$ cat src/sfp_mgmt_pkg.sv
// Shared design types for the SFP management block, referenced by scoped name
package sfp_mgmt_pkg;

    // I2C transfer fields
    typedef logic [6:0] i2c_dev_addr_t;
    typedef logic [7:0] i2c_reg_addr_t;
    typedef logic [7:0] i2c_data_t;

    // Bit-level states of the random-read master
    typedef enum logic [3:0] {
        I2C_IDLE,
        I2C_START,
        I2C_ADDR,
        I2C_REG,
        I2C_RESTART,
        I2C_READ,
        I2C_ACK,
        I2C_STOP,
        I2C_DONE
    } i2c_state_t;

    // Request states of the two bus peers
    typedef enum logic [1:0] {
        POLL_IDLE,
        POLL_REQ,
        POLL_WAIT
    } poll_state_t;

endpackage

$ cat src/i2c_random_reader.sv
// Single-byte I2C random-read master, started by a strobe and ending with a done pulse
module i2c_random_reader #(
    parameter int SCL_QUARTER = 4
) (
    input  logic                        clk_125mhz_int,
    input  logic                        arst_n_i,
    input  logic                        start_i,
    input  sfp_mgmt_pkg::i2c_dev_addr_t dev_addr_i,
    input  sfp_mgmt_pkg::i2c_reg_addr_t reg_addr_i,
    input  logic                        scl_i,
    input  logic                        sda_i,
    output logic                        scl_drv_o,
    output logic                        sda_drv_o,
    output logic                        busy_o,
    output logic                        done_o,
    output logic                        nack_o,
    output sfp_mgmt_pkg::i2c_data_t     data_o
);

    localparam logic [15:0] QMAX = 16'(SCL_QUARTER - 1);

    sfp_mgmt_pkg::i2c_state_t    state;
    sfp_mgmt_pkg::i2c_dev_addr_t dev_q;
    sfp_mgmt_pkg::i2c_reg_addr_t reg_q;
    sfp_mgmt_pkg::i2c_data_t     tx_sr;
    sfp_mgmt_pkg::i2c_data_t     rx_sr;
    logic [15:0]                 qcnt;
    logic [1:0]                  ph;
    logic [2:0]                  bit_cnt;
    logic [1:0]                  byte_idx;
    logic                        nack_q;
    logic                        step;

    // Quarter tick; the sampling quarter waits for SCL to read back high
    assign step = (qcnt == QMAX) && (scl_i || ph != 2'd2);

    always_ff @(posedge clk_125mhz_int or negedge arst_n_i) begin
        if (!arst_n_i) begin
            state     <= sfp_mgmt_pkg::I2C_IDLE;
            qcnt      <= '0;
            ph        <= '0;
            bit_cnt   <= '0;
            byte_idx  <= '0;
            nack_q    <= 1'b0;
            scl_drv_o <= 1'b0;
            sda_drv_o <= 1'b0;
        end else if (state == sfp_mgmt_pkg::I2C_IDLE) begin
            qcnt     <= '0;
            ph       <= '0;
            bit_cnt  <= '0;
            byte_idx <= '0;
            if (start_i) begin
                nack_q <= 1'b0;
                state  <= sfp_mgmt_pkg::I2C_START;
            end
        end else if (state == sfp_mgmt_pkg::I2C_DONE) begin
            state <= sfp_mgmt_pkg::I2C_IDLE;
        end else if (!step) begin
            if (qcnt != QMAX) begin
                qcnt <= qcnt + 16'd1;
            end
        end else begin
            qcnt <= '0;
            ph   <= ph + 2'd1;
            case (state)
                sfp_mgmt_pkg::I2C_START, sfp_mgmt_pkg::I2C_RESTART: begin
                    case (ph)
                        2'd0: sda_drv_o <= 1'b0;
                        2'd1: scl_drv_o <= 1'b0;
                        // SDA falls while SCL is high
                        2'd2: sda_drv_o <= 1'b1;
                        default: begin
                            scl_drv_o <= 1'b1;
                            state     <= sfp_mgmt_pkg::I2C_ADDR;
                        end
                    endcase
                end
                sfp_mgmt_pkg::I2C_STOP: begin
                    case (ph)
                        2'd0: sda_drv_o <= 1'b1;
                        2'd1: scl_drv_o <= 1'b0;
                        2'd2: sda_drv_o <= 1'b0;
                        default: state <= sfp_mgmt_pkg::I2C_DONE;
                    endcase
                end
                default: begin
                    // Address, register, read and acknowledge bits
                    case (ph)
                        2'd0: sda_drv_o <= (state == sfp_mgmt_pkg::I2C_ADDR ||
                                            state == sfp_mgmt_pkg::I2C_REG) && !tx_sr[7];
                        2'd1: scl_drv_o <= 1'b0;
                        2'd2: begin
                            if (state == sfp_mgmt_pkg::I2C_ACK && byte_idx != 2'd3 && sda_i) begin
                                nack_q <= 1'b1;
                            end
                        end
                        default: begin
                            scl_drv_o <= 1'b1;
                            bit_cnt   <= bit_cnt + 3'd1;
                            if (state == sfp_mgmt_pkg::I2C_ACK) begin
                                bit_cnt  <= '0;
                                byte_idx <= byte_idx + 2'd1;
                                // Master NACK after the data byte, then STOP
                                if (nack_q || byte_idx == 2'd3) begin
                                    state <= sfp_mgmt_pkg::I2C_STOP;
                                end else if (byte_idx == 2'd0) begin
                                    state <= sfp_mgmt_pkg::I2C_REG;
                                end else if (byte_idx == 2'd1) begin
                                    state <= sfp_mgmt_pkg::I2C_RESTART;
                                end else begin
                                    state <= sfp_mgmt_pkg::I2C_READ;
                                end
                            end else if (bit_cnt == 3'd7) begin
                                state <= sfp_mgmt_pkg::I2C_ACK;
                            end
                        end
                    endcase
                end
            endcase
        end
    end

    // Address, shift and receive registers
    always_ff @(posedge clk_125mhz_int) begin
        if (state == sfp_mgmt_pkg::I2C_IDLE && start_i) begin
            dev_q <= dev_addr_i;
            reg_q <= reg_addr_i;
        end
        if (step && ph == 2'd3) begin
            if (state == sfp_mgmt_pkg::I2C_START || state == sfp_mgmt_pkg::I2C_RESTART) begin
                // R/W bit is 1 only after the repeated START
                tx_sr <= {dev_q, state == sfp_mgmt_pkg::I2C_RESTART};
            end else if (state == sfp_mgmt_pkg::I2C_ADDR || state == sfp_mgmt_pkg::I2C_REG) begin
                tx_sr <= (bit_cnt == 3'd7) ? reg_q : {tx_sr[6:0], 1'b0};
            end
        end
        if (step && ph == 2'd2 && state == sfp_mgmt_pkg::I2C_READ) begin
            rx_sr <= {rx_sr[6:0], sda_i};
        end
    end

    assign busy_o = (state != sfp_mgmt_pkg::I2C_IDLE);
    assign done_o = (state == sfp_mgmt_pkg::I2C_DONE);
    assign nack_o = nack_q;
    assign data_o = rx_sr;

endmodule

$ cat config.mk
export PLATFORM = sky130hd
export DESIGN_NAME = i2c_random_reader
export DESIGN_NICKNAME = d
export VERILOG_FILES = /design/src/sfp_mgmt_pkg.sv /design/src/i2c_random_reader.sv
export SDC_FILE = /design/constraint.sdc
export NUM_CORES = 1
export LEC_CHECK = 0
export BUFFER_PORTS_ARGS = -buffer_cell sky130_fd_sc_hd__buf_2
export CAP_MARGIN = 20
export CORE_MARGIN = 2
export CORE_UTILIZATION = 63
export DETAILED_ROUTE_END_ITERATION = 6
export PLACE_DENSITY = 0.85
export SYNTH_ARGS = -nofsm -noshare
export SYNTH_HDL_FRONTEND = slang
export SYNTH_SLANG_ARGS = --single-unit
$ cat constraint.sdc
create_clock -name clk_125mhz_int -period 4.6 [get_ports clk_125mhz_int]
set_input_delay 0.69 -clock clk_125mhz_int [delete_from_list [all_inputs] [get_ports clk_125mhz_int]]
set_output_delay 0.69 -clock clk_125mhz_int [all_outputs]
set_load 0.01 [all_outputs]
-- Word-level counts from Yosys, hierarchy flattened
Index checks and enable logic that the tools add are counted.
- register bits after elaboration: 61
- latch bits: 0
- RAM bits: 0
- bits in read-only memories: 0
- input port bits: 20
- word-level logic and storage cells: 133
- memories kept: 0
- $add $sub $neg: 4
- $mul: 0
- divide/modulo/power cells: 0
- $lt $le $gt $ge: 0
- eq/ne operators: 27
- shift operators: 0
- mux-type cells: 49
- bitwise logic cells: 2
- reductions and logical operators: 39
- operators with widths (operator ; number):
    $mux W16 ; 4
    $mux W4 ; 9
    $mux W3 ; 8
    $mux W8 ; 3
    $mux W2 ; 9
    $add A16 B1 Y16 const B ; 1
    $eq A16 B2 Y1 const B ; 1
    $eq A4 B3 Y1 const B ; 4
    $ne A16 B2 Y1 const B ; 1
    $reduce_and A6 Y1 ; 2
    $mux W1 ; 11
    $reduce_and A5 Y1 ; 2
    $reduce_bool A2 Y1 ; 5
    $reduce_bool A3 Y1 ; 3
    $eq A4 B2 Y1 const B ; 2
    $logic_and A1 B1 Y1 ; 8
    $ne A2 B1 Y1 const B ; 4
    $ne A2 B2 Y1 const B ; 4
    $pmux W1 S2 ; 4
    $pmux W4 S2 ; 1
    $reduce_and A4 Y1 ; 2
    $eq A2 B2 Y1 const B ; 3
    $ne A3 B3 Y1 const B ; 2
    $reduce_and A2 Y1 ; 3
    16 further kinds ; 25

-- Logic depth before layout (Yosys ltp)
Gate-level depths: netlist (run 1).
- word-level depth: 10
- gate-level depth with buffers: 8
- mapped depth without buffers: 7

-- Least setup slack after synthesis (run 1)
No wires, ideal clock.
- kind: register to register
- from: reg qcnt[0]
- to: reg rx_sr[0] (netlist: data_o[0]), enable pin
- library setup time: 0.370 ns
- arrival: 1.701 ns
- required time: 4.230 ns
- slack: 2.529 ns
- stages on the path, launching flop included: 7
- period minus slack after synthesis: 2.071 ns
- cell sequence: dfrtp_1 ha_1 nor4b_2 and4_1 buf_6 nand2_4 nor2_1
- word-level cells in the longest chain between the ends: 4
- RTL lines (what ; line ; text):
    start: declaration ; i2c_random_reader.sv:27 ; logic [15:0] qcnt;
    start signal: assignment ; i2c_random_reader.sv:60 ; qcnt <= qcnt + 16'd1;
    $eq A16 B2 Y1 ; i2c_random_reader.sv:35 ; assign step = (qcnt == QMAX) && (scl_i || ph != 2'd2);
    $logic_and A1 B1 Y1 ; i2c_random_reader.sv:35 ;
    $logic_and A1 B1 Y1 (2 in series) ; i2c_random_reader.sv:137 ; if (step && ph == 2'd2 && state == sfp_mgmt_pkg::I2C_READ) begin
    end signal: assignment ; i2c_random_reader.sv:138 ; rx_sr <= {rx_sr[6:0], sda_i};
    end: declaration ; i2c_random_reader.sv:26 ; sfp_mgmt_pkg::i2c_data_t rx_sr;
No other way between the ends.
A chain may end at the register's enable or synchronous reset.

-- Worst setup path in the final report (run 1)
- from: reg state[0]
- to: out busy_o
- word-level cells in the longest chain between the ends: 1
- RTL lines (what ; line ; text):
    start: declaration ; i2c_random_reader.sv:22 ; sfp_mgmt_pkg::i2c_state_t state;
    start signal: assignment ; i2c_random_reader.sv:39 ; state <= sfp_mgmt_pkg::I2C_IDLE;
    start signal: assignment ; i2c_random_reader.sv:54 ; state <= sfp_mgmt_pkg::I2C_START;
    start signal: assignment ; i2c_random_reader.sv:57 ; state <= sfp_mgmt_pkg::I2C_IDLE;
    $reduce_bool A4 Y1 ; i2c_random_reader.sv:142 ; assign busy_o = (state != sfp_mgmt_pkg::I2C_IDLE);
    end: declaration ; i2c_random_reader.sv:14 ; output logic busy_o,
No other way between the ends.

==> reports/metrics.cfg, run 1 <==
[timing]
skew_ns=0.00774
hold_slack_ns=0.369
worst_slew_pin_slew_ns=0.834
tns_ns=0
rsz0062_at_grt=no
relSlewSlack=0.442
final_max_slew_viol_count=0
finalHoldViolCount=0
final-setup-viol-count=0
period_needed_ns=2.75
fmax_mhz=364
fin_crit_sh=0.597

[detailed_routing]
wl_met3_um=512
wirelength_um=6850
drt-vias-per-instance=6.16
wl_met2_um=3210
first_pass_iters=6
top_layer_used=met4
drc=0
drt_iter0_markers=324
num_vias=2502
wire_per_inst_um=16.9
wl_met1_um=2930
drtAntennaViolNets=0

[synth]
ys_top_cells_by_area=edfxtp_1, dfrtp_1, ha_1, mux2i_1, nand2_1
synth_cell_types=59
synth_edf_count=31
syn_nets=331
ys_warn_count=0
yosys.area.top_type=edfxtp_1
syn_inst=300
ys_seq_elements=61
syn_area_um2=3280
async_reset_ff_frac=0.492
avgSynthCellArea_um2=10.9
synth_seq_area_share=0.513
netlist.area_leader.share=0.284
synth_commonest_cells=edfxtp_1, dfrtp_1, nand2_1, nor2_1, o21ai_1
synthFlopType=edfxtp_1
yosysMostFrequentCell=edfxtp_1

[worst_setup_path]
startpoint_type=flop
cpPeakStageDelay_ns=0.62
crit-reg2reg-launch=qcnt[0]$_DFFE_PN0P_
crit_chain=or3_1 > nor2_8 > inv_2 > buf_2
critical-path-slowest-cell=or3_1
critPathKind=reg -> out
cp_top_family=simple AND/OR/NAND/NOR gates
crit_buf_inv=2
cp-startpoint=state[0]$_DFFE_PN0P_
end_kind=output port
arrival_ns=2.06
cp_max_fo=16
critPathRequiredTime_ns=3.91

[cells_and_area]
area_growth_pct=11.0
final_core_util=0.717
multi_input_area_um2=1470
diodes=0
drive_gt1_frac=0.217
n_fill_cell=368
finalInstanceArea_um2=3640
ff_latch_area_um2=1680
nets=362

[global_routing]
grt_max_degree=31
antenna_found_initial=0
grt_pass1_wl_um=11400
grt_overflow_total=0
track_usage=0.255
grt_pass1_vias=2432

[power]
p_leak_nw=1.45
p_comb_frac=0.332
switchingPower_mw=0.695
power.density_nw_per_um2=503
switching_share=0.380
intPower_mw=1.13
pwr-share-clk=0.254
p_total_mw=1.83
peakVddDrop_v=0.000330
pwr-share-seq=0.414

[status]
status=finished, final reports clean

[placed_design]
finalWeightedCongestion=0.933
port_buffers=32
place_area_um2=3450
dpl.hpwl_um=4630

[die]
initial_utilization=0.645
core_area_um2=5070
ioPinCount=33
fp.dieW_um=76.1
fp.dieH_um=76.1
rows=26
die-area_um2=5790

[clock_tree]
cts_setup_buffers=0
hold_buffers=0
h-tree-depth=3
clock_path_buffers=2
cts_root_buffer=clkbuf_8
clock_sinks=61
cts_resized=0
path_clk_slew_ns=0.07
cts_buffers=9
cts_tree=yes
clk_latency_ns=0.35

[worst_hold_path]
hp-class=in -> async

[flow_run]
drv_cap=0

## worst register-to-register path, stage by stage, from the launching register on
cell and delay [ns]:
dfrtp_1 0.40, ha_1 0.27, nor4b_2 0.29, and4_1 0.54, nand2_4 0.15, nor2_1 0.48
## final timing paths
| kind | to | slack (ns) | depth (start not counted) |
|---|---|---|---|
| max | busy_o | 1.85 | 4 |
| min | sda_drv_o$_DFFE_PN0P_ | 0.37 | 1 |
| max reg2reg | data_o[5]$_DFFE_PP_ | 2.10 | 5 |
| min reg2reg | data_o[1]$_DFFE_PP_ | 0.44 | 0 |
| max in group asynchronous | ph[0]$_DFFE_PN0P_ | 3.79 | 1 |
| min in group clk_125mhz_int | data_o[1]$_DFFE_PP_ | 0.44 | 0 |
## per-stage QoR
stage / cells / setup WS [ns]
finish: 406 / 1.85
global route: 406 / 1.76
CTS: 406 / 1.87
detailed placement: 390 / 2.13
global placement: 390 / 2.20
floorplan: 300 / 2.53
## final cells by class
type,count,share of cell area
flip-flops and latches,61,0.462
multi-input cells,215,0.405
repair buffers,32,0.0440
clock buffers,9,0.0341
well taps,70,0.0241
clock inverters,7,0.0182
inverters,12,0.0124
## cell usage in the layout (no fill, tap or decap), drive strengths merged, types with 5 or more instances in the layout
cell     n
a21oi   18
nand4    5
mux2i   13
nand3   12
inv     12
o21ai   26
buf     32
edfxtp  31
dfrtp   30
nand2   29
ha      11
nor3     9
a31oi   13
nor2    31
clkbuf   9
## power by group through the flow
stage               Clock [mW]  Sequential [mW]  Combinational, mW
floorplan                    0            0.723              0.516
global placement             0            0.756              0.573
detailed placement           0            0.764              0.592
CTS                      0.467            0.754              0.602
global route             0.490            0.770              0.676
finish                   0.464            0.756              0.608
## kinds of logic (layout without fill, tap and decap cells)
logic type	after synthesis	count (layout)	synth area share
AO/OA/AOI/OAI	74	74	0.160
XOR/XNOR	3	3	0.00802
adder cells (fa/ha/maj)	11	11	0.0420
buffers and inverters	24	60	0.0370
flip-flops	61	61	0.513
multiplexers	15	15	0.0477
AND/OR/NAND/NOR	112	112	0.192
## flip-flops by register name (all words and copies together) (netlist names), 2 cells and up
signal	count
qcnt	16
data_o	8
reg_q	8
tx_sr	8
dev_q	7
state	4
bit_cnt	3
byte_idx	2
ph	2
## per-layer routing
| layer | GRT usage | up-vias |
|---|---|---|
| met5 | 0 | - |
| met3 | 0.0509 | 19 |
| li1 | - | 1167 |
| met2 | 0.388 | 135 |
| met4 | 0.147 | 0 |
| met1 | 0.346 | 1181 |
No activity file was read; power rests on OpenSTA's default activity.
==> inputs of run 2 (changes only) <==
ABC_AREA = 1   (was unset)
CORE_UTILIZATION = 53   (was 63)
PLACE_DENSITY = 0.77   (was 0.85)
clock period = 2.5 ns   (was 4.6 ns; I/O delays follow)
==> reports/metrics.cfg, run 2 <==
[synth]
netlist.area_leader.share=0.284  ; about the same
ys_warn_count=0  ; unchanged
synth_seq_area_share=0.514  ; about the same
ys_seq_elements=61  ; unchanged
syn_area_um2=3270  ; about the same
synth_edf_count=31  ; unchanged
yosys.area_share.simple=0.299  ; +0.106
syn_nets=416  ; +26%
avgSynthCellArea_um2=8.50  ; -22%
ys_top_cells_by_area=edfxtp_1, dfrtp_1, nand2_1, nor2_1, nand3_1
yosys.area.top_type=edfxtp_1
async_reset_ff_frac=0.492  ; unchanged
synthFlopType=edfxtp_1
synth-xor-area-share=0.00803  ; about the same
synth_top_family_by_area=simple AND/OR/NAND/NOR gates
yosysMostFrequentCell=nand2_1
synth_cell_types=33  ; -44%
muxShareOfSynthArea=0  ; -0.0477
synth-compound-area-share=0.0657  ; -0.0939
synth_commonest_cells=nand2_1, nor2_1, inv_1
synth-adder-area-share=0.0420  ; about the same
syn_inst=385  ; +28%

[cells_and_area]
final_common_cell=nand2_1
finalInstanceArea_um2=3700  ; +1.8%
instances_no_fill=503  ; +24%
nets=454  ; +25%
mostFrequentLayoutCells=nand2_1, nor2_1, inv_1
regMostFlops=qcnt
drive_gt1_frac=0.178  ; -0.0397
n_fill_cell=520  ; +41%
area_growth_pct=13.1
largest_reg_flops=16  ; unchanged
diodes=0  ; unchanged

[placed_design]
dpl.hpwl_um=4550  ; -1.7%
placedCellCount=487  ; +25%
finalWeightedCongestion=0.854  ; -8.4%
place_area_um2=3480  ; +0.98%
port_buffers=32  ; unchanged

[clock_tree]
h-tree-depth=3  ; unchanged
clk_latency_ns=0.34  ; about the same
path_clk_slew_ns=0.07  ; about the same
cts_resized=0  ; unchanged
cts_buffers=9  ; unchanged
hold_buffers=0  ; unchanged
cts_root_buffer=clkbuf_8
clock_sinks=61  ; unchanged
cts_setup_buffers=0  ; unchanged
cts_tree=yes
clock_path_buffers=2  ; unchanged

[global_routing]
grt_overflow_total=0  ; unchanged
grt_pass1_wl_um=10400  ; -9.3%
antenna_found_initial=0  ; unchanged
grt_pass1_vias=2285  ; -6.0%
grt_max_degree=31  ; unchanged
track_usage=0.204  ; -0.0512

[timing]
rsz0062_at_grt=no
relSlewSlack=0.564  ; +0.122
final-setup-viol-count=0  ; unchanged
fmax_mhz=509
tns_ns=0  ; unchanged
worst_slew_pin_slew_ns=0.654  ; -0.180 ns
finalHoldViolCount=0  ; unchanged
period_needed_ns=1.96
fin_crit_sh=0.786
skew_ns=0.00756  ; -0.000179 ns
final_max_slew_viol_count=0  ; unchanged

[detailed_routing]
first_pass_iters=4  ; -2
num_vias=2591  ; +3.6%
wirelength_um=6260  ; -8.5%
drt-vias-per-instance=5.15  ; -16%
wire_per_inst_um=12.5  ; -26%
drtAntennaViolNets=0  ; unchanged
drt_iter0_markers=150  ; -54%
drc=0  ; unchanged

[die]
initial_utilization=0.550  ; -0.0959
core_area_um2=5960  ; +17%
rows=28  ; +7.7%
fp.dieH_um=82.6  ; +8.5%
die-area_um2=6820  ; +18%
fp.dieW_um=82.6  ; +8.5%
ioPinCount=33  ; unchanged

[worst_setup_path]
startpoint_type=flop
arrival_ns=1.59  ; -0.47 ns
end_kind=output port
cp_max_fo=6  ; -10
critPathRequiredTime_ns=2.12  ; -1.79 ns
r2r_slack_ns=0.54  ; -1.56 ns
critPathKind=reg -> out

[power]
switching_share=0.398  ; +0.0172
pwr-share-seq=0.377  ; -0.037
intPower_mw=2.30  ; +100%
p_comb_frac=0.370  ; +0.038
pwr-share-clk=0.253  ; about the same
p_total_mw=3.82  ; +110%
switchingPower_mw=1.52  ; +120%
peakVddDrop_v=0.000673  ; +100%
power.density_nw_per_um2=1030  ; +110%
p_leak_nw=1.75  ; +21%

[worst_hold_path]
hp-class=in -> async

[status]
status=finished, final reports clean

[flow_run]
drv_cap=0  ; unchanged

## run 2: layer usage
metal	GRT usage	vias to the layer above	wire length [um]
li1	-	1339	-
met1	0.285	1192	3100
met2	0.302	46	2780
met3	0.0446	14	219
met4	0.100	0	166
met5	0	-	0
## run 2: layout make-up
type	count	area (um2)	area share
sequential	61	1680	0.454
clock inverter	7	97.6	0.0264
tap	75	93.8	0.0253
multi-input combinational	273	1360	0.366
inverter	43	166	0.0449
timing repair buffer	35	183	0.0493
clock buffer	9	124	0.0335
## run 2: worst paths after layout
| kind | endpoint | startpoint | depth (start not counted) |
|---|---|---|---|
| setup / recovery | done_o | state[0]$_DFFE_PN0P_ | 6 |
| hold / removal | qcnt[11]$_DFFE_PN0P_ | arst_n_i | 1 |
| setup reg to reg | data_o[4]$_DFFE_PP_ | ph[0]$_DFFE_PN0P_ | 7 |
| hold reg to reg | data_o[4]$_DFFE_PP_ | data_o[3]$_DFFE_PP_ | 0 |
| max in group asynchronous | bit_cnt[2]$_DFFE_PN0P_ | arst_n_i | 1 |
| min in group clk_125mhz_int | dev_q[4]$_DFFE_PP_ | dev_addr_i[4] | 1 |
## run 2: worst max-delay path: stages, from the launching register on
cell and delay [ns]:
dfrtp_1 0.46, nor2_2 0.17, nand2_1 0.17, inv_2 0.16
nand2_4 0.09, inv_1 0.08, buf_2 0.12
## run 2: cell families after synthesis
family | count (synthesis)
AND/OR/NAND/NOR | 220
flip-flops | 61
buffers and inverters | 51
AO/OA/AOI/OAI | 39
adder cells (fa/ha/maj) | 11
XOR/XNOR | 3
## run 2: power by group through the flow
| stage | Sequential, mW | Combinational (mW) | Clock (mW) |
|---|---|---|---|
| 2_1_floorplan | 1.43 | 1.12 | 0 |
| 3_3_place_gp | 1.45 | 1.37 | 0 |
| 3_5_place_dp | 1.46 | 1.41 | 0 |
| 4_1_cts | 1.44 | 1.42 | 0.981 |
| 5_1_grt | 1.46 | 1.64 | 1.02 |
| 6_report | 1.44 | 1.41 | 0.968 |
## run 2: through the flow
step           hold WS [ns]  worst slack [ns]  utilization
3_3_place_gp          0.430             0.629        0.584
3_5_place_dp          0.431             0.547        0.584
6_report             0.0547             0.536        0.622
5_1_grt               0.115             0.376        0.622
4_1_cts              0.0754             0.531        0.622
2_1_floorplan        0.0794             0.428            -
