==> src/sfp_mgmt_pkg.sv <==
// Shared design types for the SFP management block, referenced by scoped name
package sfp_mgmt_pkg;

    // I2C transfer fields
    typedef logic [6:0] i2c_dev_addr_t;
    typedef logic [7:0] i2c_reg_addr_t;
    typedef logic [7:0] i2c_data_t;

    // Bit-level states of the random-read master
    typedef enum logic [3:0] {
        I2C_IDLE,
        I2C_START,
        I2C_ADDR,
        I2C_REG,
        I2C_RESTART,
        I2C_READ,
        I2C_ACK,
        I2C_STOP,
        I2C_DONE
    } i2c_state_t;

    // Request states of the two bus peers
    typedef enum logic [1:0] {
        POLL_IDLE,
        POLL_REQ,
        POLL_WAIT
    } poll_state_t;

endpackage

==> src/sfp_map_pkg.sv <==
// SFP two-wire memory map constants used by the identifier and diagnostics readers
package sfp_map_pkg;

    // Serial ID EEPROM, A0h in 8-bit notation
    localparam logic [6:0] SFP_ID_DEV_ADDR = 7'h50;
    // Identifier byte, module type code
    localparam logic [7:0] SFP_ID_REG = 8'd0;

    // Digital diagnostics page, A2h in 8-bit notation
    localparam logic [6:0] SFP_DIAG_DEV_ADDR = 7'h51;
    // Temperature MSB, whole degrees C
    localparam logic [7:0] SFP_TEMP_REG = 8'd96;

endpackage

==> src/sfp_diag_poller.sv <==
// Periodic SFP temperature reader with a sticky error flag cleared on removal
module sfp_diag_poller #(
    parameter int POLL_PERIOD = 4000
) (
    input  logic                        clk_125mhz_int,
    input  logic                        arst_n_i,
    input  logic                        present_i,
    input  logic                        done_i,
    input  logic                        nack_i,
    input  sfp_mgmt_pkg::i2c_data_t     data_i,
    output logic                        req_o,
    output sfp_mgmt_pkg::i2c_dev_addr_t dev_addr_o,
    output sfp_mgmt_pkg::i2c_reg_addr_t reg_addr_o,
    output sfp_mgmt_pkg::i2c_data_t     temp_o,
    output logic                        temp_valid_o,
    output logic                        diag_err_o
);

    // Request is seen POLL_PERIOD cycles after the done pulse
    localparam logic [31:0] RELOAD = 32'(POLL_PERIOD - 2);

    sfp_mgmt_pkg::poll_state_t state;
    logic [31:0]               cnt_q;

    assign req_o      = (state == sfp_mgmt_pkg::POLL_REQ);
    assign dev_addr_o = sfp_map_pkg::SFP_DIAG_DEV_ADDR;
    assign reg_addr_o = sfp_map_pkg::SFP_TEMP_REG;

    always_ff @(posedge clk_125mhz_int or negedge arst_n_i) begin
        if (!arst_n_i) begin
            state        <= sfp_mgmt_pkg::POLL_IDLE;
            cnt_q        <= '0;
            temp_valid_o <= 1'b0;
            diag_err_o   <= 1'b0;
        end else begin
            case (state)
                sfp_mgmt_pkg::POLL_IDLE: begin
                    if (present_i) begin
                        state <= sfp_mgmt_pkg::POLL_WAIT;
                        cnt_q <= RELOAD;
                    end
                end
                sfp_mgmt_pkg::POLL_WAIT: begin
                    if (!present_i) begin
                        state <= sfp_mgmt_pkg::POLL_IDLE;
                    end else if (cnt_q == '0) begin
                        state <= sfp_mgmt_pkg::POLL_REQ;
                    end else begin
                        cnt_q <= cnt_q - 32'd1;
                    end
                end
                default: begin
                    if (done_i) begin
                        state <= sfp_mgmt_pkg::POLL_WAIT;
                        cnt_q <= RELOAD;
                        if (nack_i) begin
                            diag_err_o   <= 1'b1;
                            temp_valid_o <= 1'b0;
                        end else begin
                            temp_valid_o <= present_i;
                        end
                    end
                end
            endcase
            if (!present_i) begin
                temp_valid_o <= 1'b0;
                diag_err_o   <= 1'b0;
            end
        end
    end

    always_ff @(posedge clk_125mhz_int) begin
        if (state == sfp_mgmt_pkg::POLL_REQ && done_i && !nack_i) begin
            temp_o <= data_i;
        end
    end

endmodule

==> config.mk <==
export PLATFORM = sky130hd
export DESIGN_NAME = sfp_diag_poller
export DESIGN_NICKNAME = d
export VERILOG_FILES = /design/src/sfp_mgmt_pkg.sv /design/src/sfp_map_pkg.sv /design/src/sfp_diag_poller.sv
export SDC_FILE = /design/constraint.sdc
export NUM_CORES = 1
export LEC_CHECK = 0
export ABC_AREA = 1
export BUFFER_PORTS_ARGS = -buffer_cell sky130_fd_sc_hd__buf_2
export CAP_MARGIN = 25
export CORE_MARGIN = 2
export CORE_UTILIZATION = 30
export CTS_CLUSTER_SIZE = 20
export DETAILED_ROUTE_END_ITERATION = 6
export GPL_TIMING_DRIVEN = 0
export SETUP_SLACK_MARGIN = 0.15
export SLEW_MARGIN = 40
export SYNTH_ARGS = -nofsm -noshare
export SYNTH_HDL_FRONTEND = slang
export SYNTH_SLANG_ARGS = --single-unit
==> constraint.sdc <==
create_clock -name clk_125mhz_int -period 4.8 [get_ports clk_125mhz_int]
set_clock_uncertainty 0.15 [all_clocks]
set_input_delay 0.24 -clock clk_125mhz_int [delete_from_list [all_inputs] [get_ports clk_125mhz_int]]
set_output_delay 0.24 -clock clk_125mhz_int [all_outputs]
set_load 0.005 [all_outputs]
Yosys cells after proc, flatten, opt, wreduce, memory -nomap -nowiden
Index checks and enable logic that the tools add are counted.
{ "op_classes": {"n_eq_ne": 9, "addsub": 1, "n_mux": 18, "n_reduce_logical": 11} }
{ "ops": {"columns": ["operator", "n"], "rows": [
  ["two-way mux 32 bit", 4],
  ["one-hot mux 32 bit (2 select lines)", 1],
  ["logical NOT 32 bit", 1],
  ["subtractor 32 x 1 -> 32 bit (second input constant)", 1],
  ["two-way mux 1 bit", 8],
  ["two-way mux 2 bit", 4],
  ["inequality test 2 bit (second input constant)", 4],
  ["AND reduction 3 bit", 2],
  ["inequality test 2 x 1 -> 1 bit (second input constant)", 2],
  ["one-hot mux 2 bit (2 select lines)", 1],
  ["AND reduction 4 bit", 1],
  ["inequality test 3 bit (second input constant)", 1],
  ["nonzero test 3 bit", 1],
  ["== test 2 x 1 -> 1 bit (second input constant)", 1],
  ["== test 2 bit (second input constant)", 1],
  ["logical AND 1 bit", 2],
  ["logical NOT 2 bit", 1],
  ["AND reduction 2 bit", 1],
  ["OR reduction 2 bit", 1],
  ["logical NOT 1 bit", 1]
]} }
{ "word_totals": {"word_cells": 44, "in_bits": 13, "reg_bits": 44, "out_inout_bits": 26} }

Depth between registers and ports, before layout
Gate-level depths: netlist (run 1).
{ "logic_depth": {"word_depth": 4, "depth_mapped": 12, "ltp_nobuf": 11} }

Least setup slack after synthesis (run 1)
OpenSTA, ideal clock, no wires.
{ "synth_timing": {"path_kind": "register to register", "start": "register cnt_q[0]", "end": "register cnt_q[20]", "period_less_slack_ps": 1873, "n_path_buf": 2, "setup_time_ps": 126, "arrival_ps": 1597, "setup_slack_ps": 2927, "required_time_ps": 4524, "path_stages_with_launch": 12, "path_cell_list": "dfrtp_1 -> inv_1 -> ha_1 -> nand2_2 -> nor2_4 -> nand2_2 -> nor2_4 -> nand2_2 -> nand3_2 -> buf_6 -> buf_8 -> o21ai_0"} }
{ "synth_via": {"elab_chain_cells": 4, "word_cells_on_any_way": 7, "cone_classes": "add/sub: 1; eq/ne: 1; mux: 3; reduce/logical: 2"} }
{ "synth_lines": {"columns": ["item", "line", "text"], "rows": [
  ["start: declaration", "sfp_diag_poller.sv:23", "logic [31:0] cnt_q;"],
  ["start signal: assignment", "sfp_diag_poller.sv:49", "cnt_q <= cnt_q - 32'd1;"],
  ["subtractor 32 x 1 -> 32 bit", "sfp_diag_poller.sv:49", null],
  ["two-way mux 32 bit", "sfp_diag_poller.sv:46", "end else if (cnt_q == '0) begin"],
  ["two-way mux 32 bit", "sfp_diag_poller.sv:44", "if (!present_i) begin"],
  ["one-hot mux 32 bit (2 select lines)", "sfp_diag_poller.sv:36", "case (state)"]
]} }
Parallel ways exist; a longest one is shown, timed or not. The select of a mux whose other input is x is not followed.
A chain may end at the register's enable or synchronous reset.

Worst setup path in the final report (run 1)
{ "layout_timing": {"start": "register cnt_q[0]", "end": "register cnt_q[23]"} }
The elaborated chain is that of the path after synthesis.

==> flow_summary_export.csv, run 1 <==
group,metric,value,unit
timing,rsz0062_at_grt,"false",
timing,drv_slew,0,
clocking,ctsResizeCount,0,
clocking,clkSlewWorstSetupHoldPaths,90,ps
route,dr.pass1.iters,4,
clocking,clk_path_buf_depth,2,
route,ant_nets,0,
synthesis,syn_area_per_cell,7.10,µm²
timing,fmax,0.443,GHz
setup_path,ff2ff_path_depth,11,
route,top_layer,"met4",
route,wl,6.90,mm
synthesis,synth_area_leader_cell,"dfrtp_1",
grt,grt_first_pass_wirelength,11.3,mm
clocking,insertion_delay,310,ps
synthesis,yosysWarnings,0,
final_layout,drive_gt1_frac,0.148,
synthesis,ys_ff_latch,44,
timing,fin_ws,2540,ps
synthesis,synth_top_area_frac,0.328,
timing,finalHoldViolCount,0,
flow_run,cap_violations,0,
clocking,ctsHtreeMaxLevel,2,
setup_path,worst-path-max-fanout,10,
synthesis,synth_fa_ha_area_frac,0.00455,
setup_path,r2r-end,"cnt_q[23]",
route,vias_per_cell,4.65,
setup_path,cp.depth,11,
placement,place_ws,2580,ps
setup_path,crit_buf_inv,3,
pwr,p_per_area,396,nW/µm²
route,post_drt_wl_per_cell,12.6,µm
pwr,ir_worst_vdd,175,µV
timing,fin_crit_sh,0.471,
timing,totalNegativeSetupSlack,0,ps
hold_path,hold_depth,3,
route,num_vias,2546,
grt,grt_overflow,0,
floorplan,die_h,99.7,µm
synthesis,synthXorXnorAreaFrac,0.0319,
clocking,cts.sinks,44,
floorplan,core,8810,µm²
final_layout,final_nets,453,
grt,grt_pass1_vias,2383,
setup_path,cpLargestDelayFamily,"simple AND/OR/NAND/NOR gates",
setup_path,crit_top_cell,"nand2_2",
pwr,leakage,0.00160,µW
final_layout,final_util,0.367,
route,dr.first_iter.drc_count,195,
final_layout,antenna_cells,0,
clocking,cts-root-buf,"clkbuf_8",
placement,dp_hpwl,5.12,mm
pwr,finalPower,1280,µW
setup_path,end_kind,"flip-flop",
setup_path,path_cells,"inv_1 > ha_1 > nand2_2 > nor2_4 > nand2_2 > nor2_4 > nand2_2 > nand3_2 > buf_6 > buf_8 > o21ai_0",
setup_path,cp.required,4830,ps
synthesis,synth_top_family_by_area,"simple AND/OR/NAND/NOR gates",
setup_path,crit_path_max_incr_delay,400,ps
floorplan,io_pins,39,
hold_path,worstHoldEndpoint,"temp_valid_o",
route,drc,0,
clocking,tritoncts,"built",
placement,io_buffers,23,
synthesis,syn-instance-count,387,
floorplan,initial_core_util,0.312,
timing,setup_violations,0,
grt,track_usage,0.143,
synthesis,ys_top_cells_by_area,"dfrtp_1 33%, nand2_1 16%, nor2_1 11%",
synthesis,muxShareOfSynthArea,0,
setup_path,reg2reg_slack,2540,ps
synthesis,synth_compound_area_frac,0.0824,
outcome,outcome,"complete, no violations",
setup_path,crit_slowest_cell,"dfrtp_1",
final_layout,final_common_cell,"nand2_1",
hold_path,worstHoldStart,"present_i",
synthesis,netlist_area,2750,µm²
floorplan,die_w,99.7,µm
floorplan,die_area,9950,µm²
setup_path,critPathLaunchType,"flip-flop",
timing,max-slew-margin-rel,0.605,
setup_path,regToRegStartpoint,"cnt_q[0]",
clocking,tritoncts.num_buffers,5,
route,wl_met1,3.32,mm
final_layout,fill_cells,925,
final_layout,areaGrowthSynthToFinish,17.5,%
timing,tightest_slew,589,ps
synthesis,yosys.cell_types.count,28,
setup_path,crit_arrival,2280,ps
hold_path,hold_class,"input pin to flip-flop",
final_layout,final_cell_mix,"115 x nand2_1, 79 x nor2_1, 36 x dfrtp_1",
grt,grt_max_degree,37,
placement,placed_area,3060,µm²
synthesis,yosys.area_share.simple,0.365,
synthesis,ys_seq_area_frac,0.415,
grt,antenna_found_initial,0,
route,met3_length,360,µm
placement,gp_congestion,0.941,
timing,post-route-min-period,2260,ps
floorplan,num_rows,34,
route,wl_met2,3.02,mm
final_layout,postLayoutCellArea,3230,µm²
setup_path,crit_type,"flip-flop to flip-flop",
==> worst register-to-register path, stage by stage, from the launching register on <==
cell and delay [ps]:
dfrtp_1 400, inv_1 90, ha_1 300, nand2_2 180, nor2_4 220, nand2_2 90, nor2_4 150, nand2_2 60
nand3_2 100, buf_6 170, buf_8 140, o21ai_0 90
==> metal layers <==
layer | GRT usage | up-vias
met5 | 0 | -
met2 | 0.223 | 75
li1 | - | 1304
met1 | 0.191 | 1152
met3 | 0.0302 | 15
met4 | 0.0622 | 0
==> where the power goes <==
group	switching, µW	leakage (µW)	internal (µW)	total, µW
registers	67.5	0.000546	438	505
clock network	136	0.0000412	102	238
logic	359	0.00101	177	536
==> cell families after synthesis <==
logic type                 count (synthesis)
AOI/OAI and AO/OA                         40
xor gates and xnor gates                  10
and+or+nand+nor                          241
adders and majority gates                  1
buffers and inverters                     49
other                                      2
DFF                                       44
==> flip-flops by register name, summed over array words and instances (netlist names) <==
register and count:
cnt_q 32, temp_o 8, state 2, diag_err_o 1
temp_valid_o 1
==> layout make-up <==
type	instances	area, µm²	share of cell area
multi-input cells	307	1390	0.431
flip-flops and latches	44	1140	0.353
repair buffers	32	208	0.0643
plain buffers	24	175	0.0542
well taps	108	135	0.0418
inverters	25	93.8	0.0290
clock buffers	6	72.6	0.0225
clock inverters	2	12.5	0.00387
==> synth_stat cells <==
cell type,n
a21oi_1,2
a31oi_1,1
buf_2,5
buf_4,16
buf_6,1
buf_8,1
clkbuf_1,1
conb_1,2
dfrtp_1,36
edfxtp_1,8
ha_1,1
inv_1,25
nand2_1,115
nand2_2,3
nand3_1,26
nand3_2,1
nand3b_1,2
nand4_1,7
nor2_1,79
nor2_2,3
nor2_4,2
nor3_1,1
o211ai_1,1
o21ai_0,26
o21ai_1,1
o21bai_1,9
or2_2,2
xor2_1,10
==> metrics by stage <==
step           hold WS [ps]  std cells
2_1_floorplan          -206        400
3_3_place_gp            244        531
3_5_place_dp           92.1        531
4_1_cts                23.3        548
5_1_grt                42.5        548
6_report               25.5        548
==> worst max-delay path by stage <==
stage	startpoint	to	slack (ps)
4_1_cts	cnt_q[0]	cnt_q[23]	2540
3_3_place_gp	cnt_q[0]	cnt_q[23]	2600
6_report	cnt_q[0]	cnt_q[23]	2540
2_1_floorplan	cnt_q[0]	cnt_q[20]	2930
5_1_grt	cnt_q[0]	cnt_q[13]	2350
3_5_place_dp	cnt_q[0]	cnt_q[24]	2580
==> what timing repair did <==
| item | in CTS | in global routing |
|---|---|---|
| endpoints found under the hold margin | 44 | 0 |
| hold buffers | 9 | 0 |
| setup buffers | 0 | 0 |
| setup endpoints to repair | 0 | 0 |
Power figures use the tool's default switching activity.
==> inputs of run 2 (changes only) <==
- ABC_AREA: 1 -> 0
- clock period: 4.8 -> 2.2 ns (I/O delays scaled with it)
==> run 2 against run 1 <==
Net effect:
- final cell count down 21%
- fmax down 8.8%
- critical endpoint is now cnt_q[28]
- critical path type unchanged
- largest cell class unchanged
- clock-buffer cell count down 1
- hold slack worse by 16 ps
- utilization up 8.3 points
- die area down 10%
- first-iteration DRC count down 50%
- the run now ends with negative setup slack left
==> flow_summary_export.csv, run 2 <==
group,metric,value,unit
timing,fin_crit_sh,1.13,
setup_path,critPathLaunchType,"flip-flop",
placement,io_buffers,23,
timing,fmax,0.404,GHz
final_layout,stdcell_count,433,
synthesis,synth_commonest_cells,"36 x dfrtp_1, 18 x nand2_1, 17 x a21oi_1",
synthesis,ys_async_sr_fraction,0.818,
setup_path,crit_buf_inv,2,
synthesis,synth_area_leader_cell,"dfrtp_1",
final_layout,fill_cells,741,
final_layout,reg_top3,"cnt_q (32), temp_o (8), state (2)",
final_layout,final_cell_mix,"36 x dfrtp_1, 32 x buf_4, 23 x buf_2",
route,vias_per_cell,5.08,
synthesis,yosys.cell_types.count,47,
setup_path,end_kind,"flip-flop",
hold_path,hold_depth,3,
grt,antenna_found_initial,0,
floorplan,core,7810,µm²
placement,gp_congestion,0.809,
timing,drv_slew,0,
floorplan,die_area,8920,µm²
clocking,cts.sinks,44,
setup_path,crit_arrival,2560,ps
route,drc,0,
final_layout,final_common_cell,"dfrtp_1",
floorplan,die_h,94.4,µm
route,post_drt_wl_per_cell,14.5,µm
setup_path,reg2reg_slack,-280,ps
route,num_vias,2201,
hold_path,hold_class,"input pin to flip-flop",
placement,place_inst,390,
timing,finalHoldViolCount,0,
setup_path,crit_path_max_incr_delay,470,ps
synthesis,syn_area_per_cell,9.74,µm²
setup_path,worst-path-max-fanout,5,
synthesis,muxShareOfSynthArea,0.0163,
floorplan,num_rows,32,
synthesis,synthXorXnorAreaFrac,0.0250,
setup_path,cpLargestDelayFamily,"simple AND/OR/NAND/NOR gates",
pwr,leakage,0.00148,µW
setup_path,crit_slowest_cell,"or4b_4",
floorplan,io_pins,39,
synthesis,ys_seq_area_frac,0.465,
clocking,cts-root-buf,"clkbuf_8",
synthesis,synth_compound_area_frac,0.142,
grt,grt_max_degree,37,
route,dr.pass1.iters,4,
hold_path,worstHoldStart,"nack_i",
synthesis,ys_top_cells_by_area,"dfrtp_1 37%, edfxtp_1 9.8%, buf_4 4.6%",
final_layout,seq_area,1140,µm²
pwr,finalPower,1870,µW
final_layout,largest_reg_flops,32,
timing,setup_violations,34,
setup_path,ff2ff_path_depth,8,
route,wl,6.29,mm
clocking,insertion_delay,310,ps
clocking,tritoncts,"built",
outcome,violations,"negative setup slack",
route,ant_nets,0,
synthesis,ys_ff_latch,44,
synthesis,synth_most_common_cell,"dfrtp_1",
grt,grt_first_pass_wirelength,10.0,mm
route,dr.first_iter.drc_count,98,
setup_path,r2r-end,"cnt_q[28]",
timing,rsz0062_at_grt,"true",
clocking,clkSlewWorstSetupHoldPaths,90,ps
grt,grt_overflow,0,
pwr,ir_worst_vdd,439,µV
flow_run,cap_violations,0,
hold_path,worstHoldEndpoint,"diag_err_o",
clocking,clk_path_buf_depth,2,
synthesis,synth_top_family_by_area,"simple AND/OR/NAND/NOR gates",
synthesis,netlist_area,2450,µm²
floorplan,initial_core_util,0.314,
synthesis,synth_edf_count,8,
synthesis,synth_fa_ha_area_frac,0.00510,
synthesis,syn-instance-count,252,
final_layout,drive_gt1_frac,0.363,
setup_path,cp.required,2280,ps
synthesis,synth_ff_type,"dfrtp_1",
placement,dp_hpwl,3.90,mm
timing,max-slew-margin-rel,0.586,
timing,fin_ws,-277,ps
final_layout,areaGrowthSynthToFinish,43.1,%
synthesis,synth_top_area_frac,0.367,
final_layout,final_nets,344,
timing,post-route-min-period,2480,ps
pwr,p_per_area,531,nW/µm²
synthesis,yosys.area_share.simple,0.270,
setup_path,crit_type,"flip-flop to flip-flop",
outcome,outcome,"finished, violations left",
grt,track_usage,0.143,
grt,grt_pass1_vias,2027,
synthesis,yosysWarnings,0,
timing,tightest_slew,617,ps
final_layout,multi_input_area,1410,µm²
clocking,tritoncts.num_buffers,5,
floorplan,die_w,94.4,µm
clocking,ctsHtreeMaxLevel,2,
final_layout,antenna_cells,0,
final_layout,regMostFlops,"cnt_q",
setup_path,regToRegStartpoint,"cnt_q[0]",
setup_path,path_cells,"inv_2 > ha_4 > or4b_4 > nor4_4 > o2111ai_2 > buf_6 > or4_1 > a21oi_1",
[run 2: worst max-delay path by stage]
stage	from	slack, ps	depth (start not counted)	to
floorplan	cnt_q[0]	-280	8	cnt_q[28]
global route	cnt_q[0]	-400	8	cnt_q[28]
detailed placement	cnt_q[0]	-600	8	cnt_q[28]
global placement	cnt_q[0]	-610	8	cnt_q[28]
finish	cnt_q[0]	-280	8	cnt_q[28]
CTS	cnt_q[0]	-390	8	cnt_q[28]
[run 2: logic make-up after synthesis]
family | Yosys count
other | 2
flip-flops | 44
buffers and inverters | 31
XOR/XNOR | 7
adder cells (fa/ha/maj) | 1
AO/OA/AOI/OAI | 54
multiplexers | 4
AND/OR/NAND/NOR | 109
[run 2: stage by stage]
step / setup slack, ps / utilization / instance area (µm²) / TNS (ps) / hold WS [ps]
after floorplan: -284 / - / 2550 / -2450 / -336
after global placement: -610 / 0.358 / 2800 / -10480 / 123
after detailed placement: -599 / 0.359 / 2800 / -10440 / -35.8
after CTS: -389 / 0.428 / 3340 / -9200 / 10.8
after global routing: -397 / 0.450 / 3510 / -9300 / 23.1
final: -277 / 0.450 / 3510 / -5980 / 9.95
[run 2: repair_timing]
action / in CTS / in global routing
hold buffers: 9 / 0
resized for setup: 32 / 26
hold endpoints to repair: 44 / 0
setup endpoints to repair: 34 / 42
buffers inserted: 15 / 8
gates cloned: 3 / 0
pin swaps: 27 / 23
[run 2: worst min-delay path: stages]
cell,delay [ps]
buf_2,110
a31oi_1,80
nor2b_1,120
[run 2: cell type report]
| class | count | area share |
|---|---|---|
| multi-input combinational | 190 | 0.400 |
| sequential | 44 | 0.325 |
| timing repair buffer | 58 | 0.129 |
| buffer | 28 | 0.0606 |
| tap | 102 | 0.0363 |
| clock inverter | 3 | 0.0257 |
| clock buffer | 5 | 0.0196 |
| inverter | 3 | 0.00321 |
[run 2: where the power goes]
part,total [µW],internal [µW],switching [µW]
Combinational,152,70.5,81.5
Sequential,849,839,9.85
Clock,865,568,298
[run 2: routing by layer]
layer / vias to the layer above / track usage / share of wire
met1: 1091 / 0.186 / 0.44
met4: 0 / 0.0556 / 0.015
met2: 26 / 0.242 / 0.53
met3: 6 / 0.0215 / 0.024
met5: - / 0 / 0
li1: 1078 / - / -
==> inputs of run 3 (changes only) <==
- CORE_ASPECT_RATIO: default -> 1.2
==> run 3 against run 2 <==
Net effect:
- the run still ends with negative setup slack left
- critical path type unchanged
- register-to-register slack worse by 50 ps
- combinational power up 4%
- global-route usage down 0.53 points
==> flow_summary_export.csv, run 3 (synthesis results as in run 2) <==
group,metric,value,unit
final_layout,stdcell_count,433,
route,vias_per_cell,5.19,
clocking,clkSlewWorstSetupHoldPaths,90,ps
route,num_vias,2246,
placement,gp_congestion,0.803,
setup_path,critPathLaunchType,"flip-flop",
final_layout,antenna_cells,0,
final_layout,largest_reg_flops,32,
timing,finalHoldViolCount,0,
setup_path,crit_start,"cnt_q[0]",
clocking,cts-root-buf,"clkbuf_8",
hold_path,hold_class,"input pin to flip-flop",
setup_path,crit_arrival,2580,ps
setup_path,end_kind,"flip-flop",
outcome,outcome,"finished, violations left",
grt,grt_overflow,0,
timing,totalNegativeSetupSlack,-7230,ps
final_layout,reg_top3,"cnt_q (32), temp_o (8), state (2)",
floorplan,num_rows,36,
setup_path,crit_type,"flip-flop to flip-flop",
pwr,leakage,0.00150,µW
route,dr.pass1.iters,4,
final_layout,final_cell_mix,"42 x buf_4, 36 x dfrtp_1, 23 x buf_2",
grt,grt_first_pass_wirelength,9.88,mm
floorplan,die_w,86.6,µm
floorplan,die_h,103,µm
timing,drv_slew,0,
clocking,tritoncts.num_buffers,5,
placement,place_inst,383,
timing,tightest_slew,639,ps
outcome,violations,"negative setup slack",
timing,max-slew-margin-rel,0.574,
clocking,insertion_delay,300,ps
floorplan,initial_core_util,0.306,
timing,setup_violations,34,
setup_path,cp.required,2250,ps
final_layout,final_util,0.440,
floorplan,die_area,8920,µm²
grt,track_usage,0.138,
route,dr.first_iter.drc_count,102,
timing,fin_crit_sh,1.15,
final_layout,regMostFlops,"cnt_q",
final_layout,final_nets,351,
setup_path,worst-path-max-fanout,5,
floorplan,core,8020,µm²
placement,dp_hpwl,3.81,mm
hold_path,worstHoldStart,"present_i",
route,wl,6.36,mm
setup_path,regToRegStartpoint,"cnt_q[0]",
final_layout,drive_gt1_frac,0.385,
placement,io_buffers,23,
timing,fmax,0.395,GHz
route,ant_nets,0,
route,post_drt_wl_per_cell,14.7,µm
grt,antenna_found_initial,0,
pwr,finalPower,1630,µW
clocking,clk_path_buf_depth,2,
clocking,tritoncts,"built",
clocking,cts.sinks,44,
floorplan,io_pins,39,
pwr,p_per_area,461,nW/µm²
clocking,ctsHtreeMaxLevel,2,
final_layout,areaGrowthSynthToFinish,43.9,%
timing,rsz0062_at_grt,"true",
grt,grt_max_degree,37,
flow_run,cap_violations,0,
final_layout,final_common_cell,"buf_4",
timing,fin_ws,-332,ps
timing,post-route-min-period,2530,ps
route,drc,0,
pwr,ir_worst_vdd,262,µV
grt,grt_pass1_vias,2073,
run 3: changes by cell type in the layout (fill, tap and decap cells not counted), moves of 2 or more:
| cell | previous run | this run |
|---|---|---|
| or3_1 | 14 | 12 |
| or3_4 | 2 | 4 |
| buf_4 | 32 | 42 |
| dlygate4sd3_1 | 9 | 11 |
| a311oi_1 | 3 | 5 |
| buf_6 | 12 | 3 |
| buf_12 | 0 | 2 |
| bufinv_16 | 3 | 1 |
| a21oi_2 | 2 | 6 |
| a21oi_1 | 15 | 11 |
run 3: metrics by stage:
step | hold WS [ps] | setup slack [ps] | cell area, µm²
after floorplan | -336 | -284 | 2550
after global placement | 119 | -650 | 2790
after CTS | 94.6 | -393 | 3280
final | 95.6 | -332 | 3530
after detailed placement | -47.9 | -624 | 2790
after global routing | 114 | -423 | 3530
run 3: path summary, 6_finish.rpt:
| path | endpoint | slack [ps] | depth (start not counted) |
|---|---|---|---|
| worst max-delay path | cnt_q[25] | -330 | 11 |
| worst min-delay path | cnt_q[3] | 100 | 4 |
| worst max register to register | cnt_q[25] | -330 | 11 |
| worst min register to register | cnt_q[4] | 400 | 2 |
| max in group asynchronous | cnt_q[8] | 1410 | 2 |
| min in group asynchronous | cnt_q[22] | 160 | 2 |
run 3: layout make-up:
class	count	area (µm²)
Buffer	28	214
Clock buffer	5	68.8
Clock inverter	3	42.5
Fill cell	740	4490
Inverter	3	11.3
Multi-Input combinational cell	190	1410
Sequential cell	44	1140
Tap cell	95	119
Timing Repair Buffer	65	527
run 3: worst max-delay path: stages, from the launching register on:
cell,delay (ps)
dfrtp_1,400
inv_2,90
ha_4,130
or4b_4,460
nor4_4,240
buf_4,190
and4_1,190
buf_6,130
buf_12,100
buf_8,120
nor4_4,40
o21a_1,190
run 3: layer usage:
metal	global-route usage	vias to the layer above	share of wire
met5	0	-	0
met4	0.0433	0	0.017
met3	0.0264	11	0.038
met2	0.241	62	0.51
met1	0.172	1081	0.43
li1	-	1092	-
run 3: power by group:
part           total (µW)  switching, µW  leakage [µW]  internal, µW
registers             849           9.92      0.000527           839
logic                 158           81.8      0.000917          75.9
clock network         621            285     0.0000541           336
run 3: repair_timing:
action,CTS,global route
resized for setup,19,33
hold buffers,11,0
pin swaps,16,26
hold endpoints to repair,45,0
endpoints found under the setup margin,34,34
gates cloned,1,1
buffers inserted,17,12
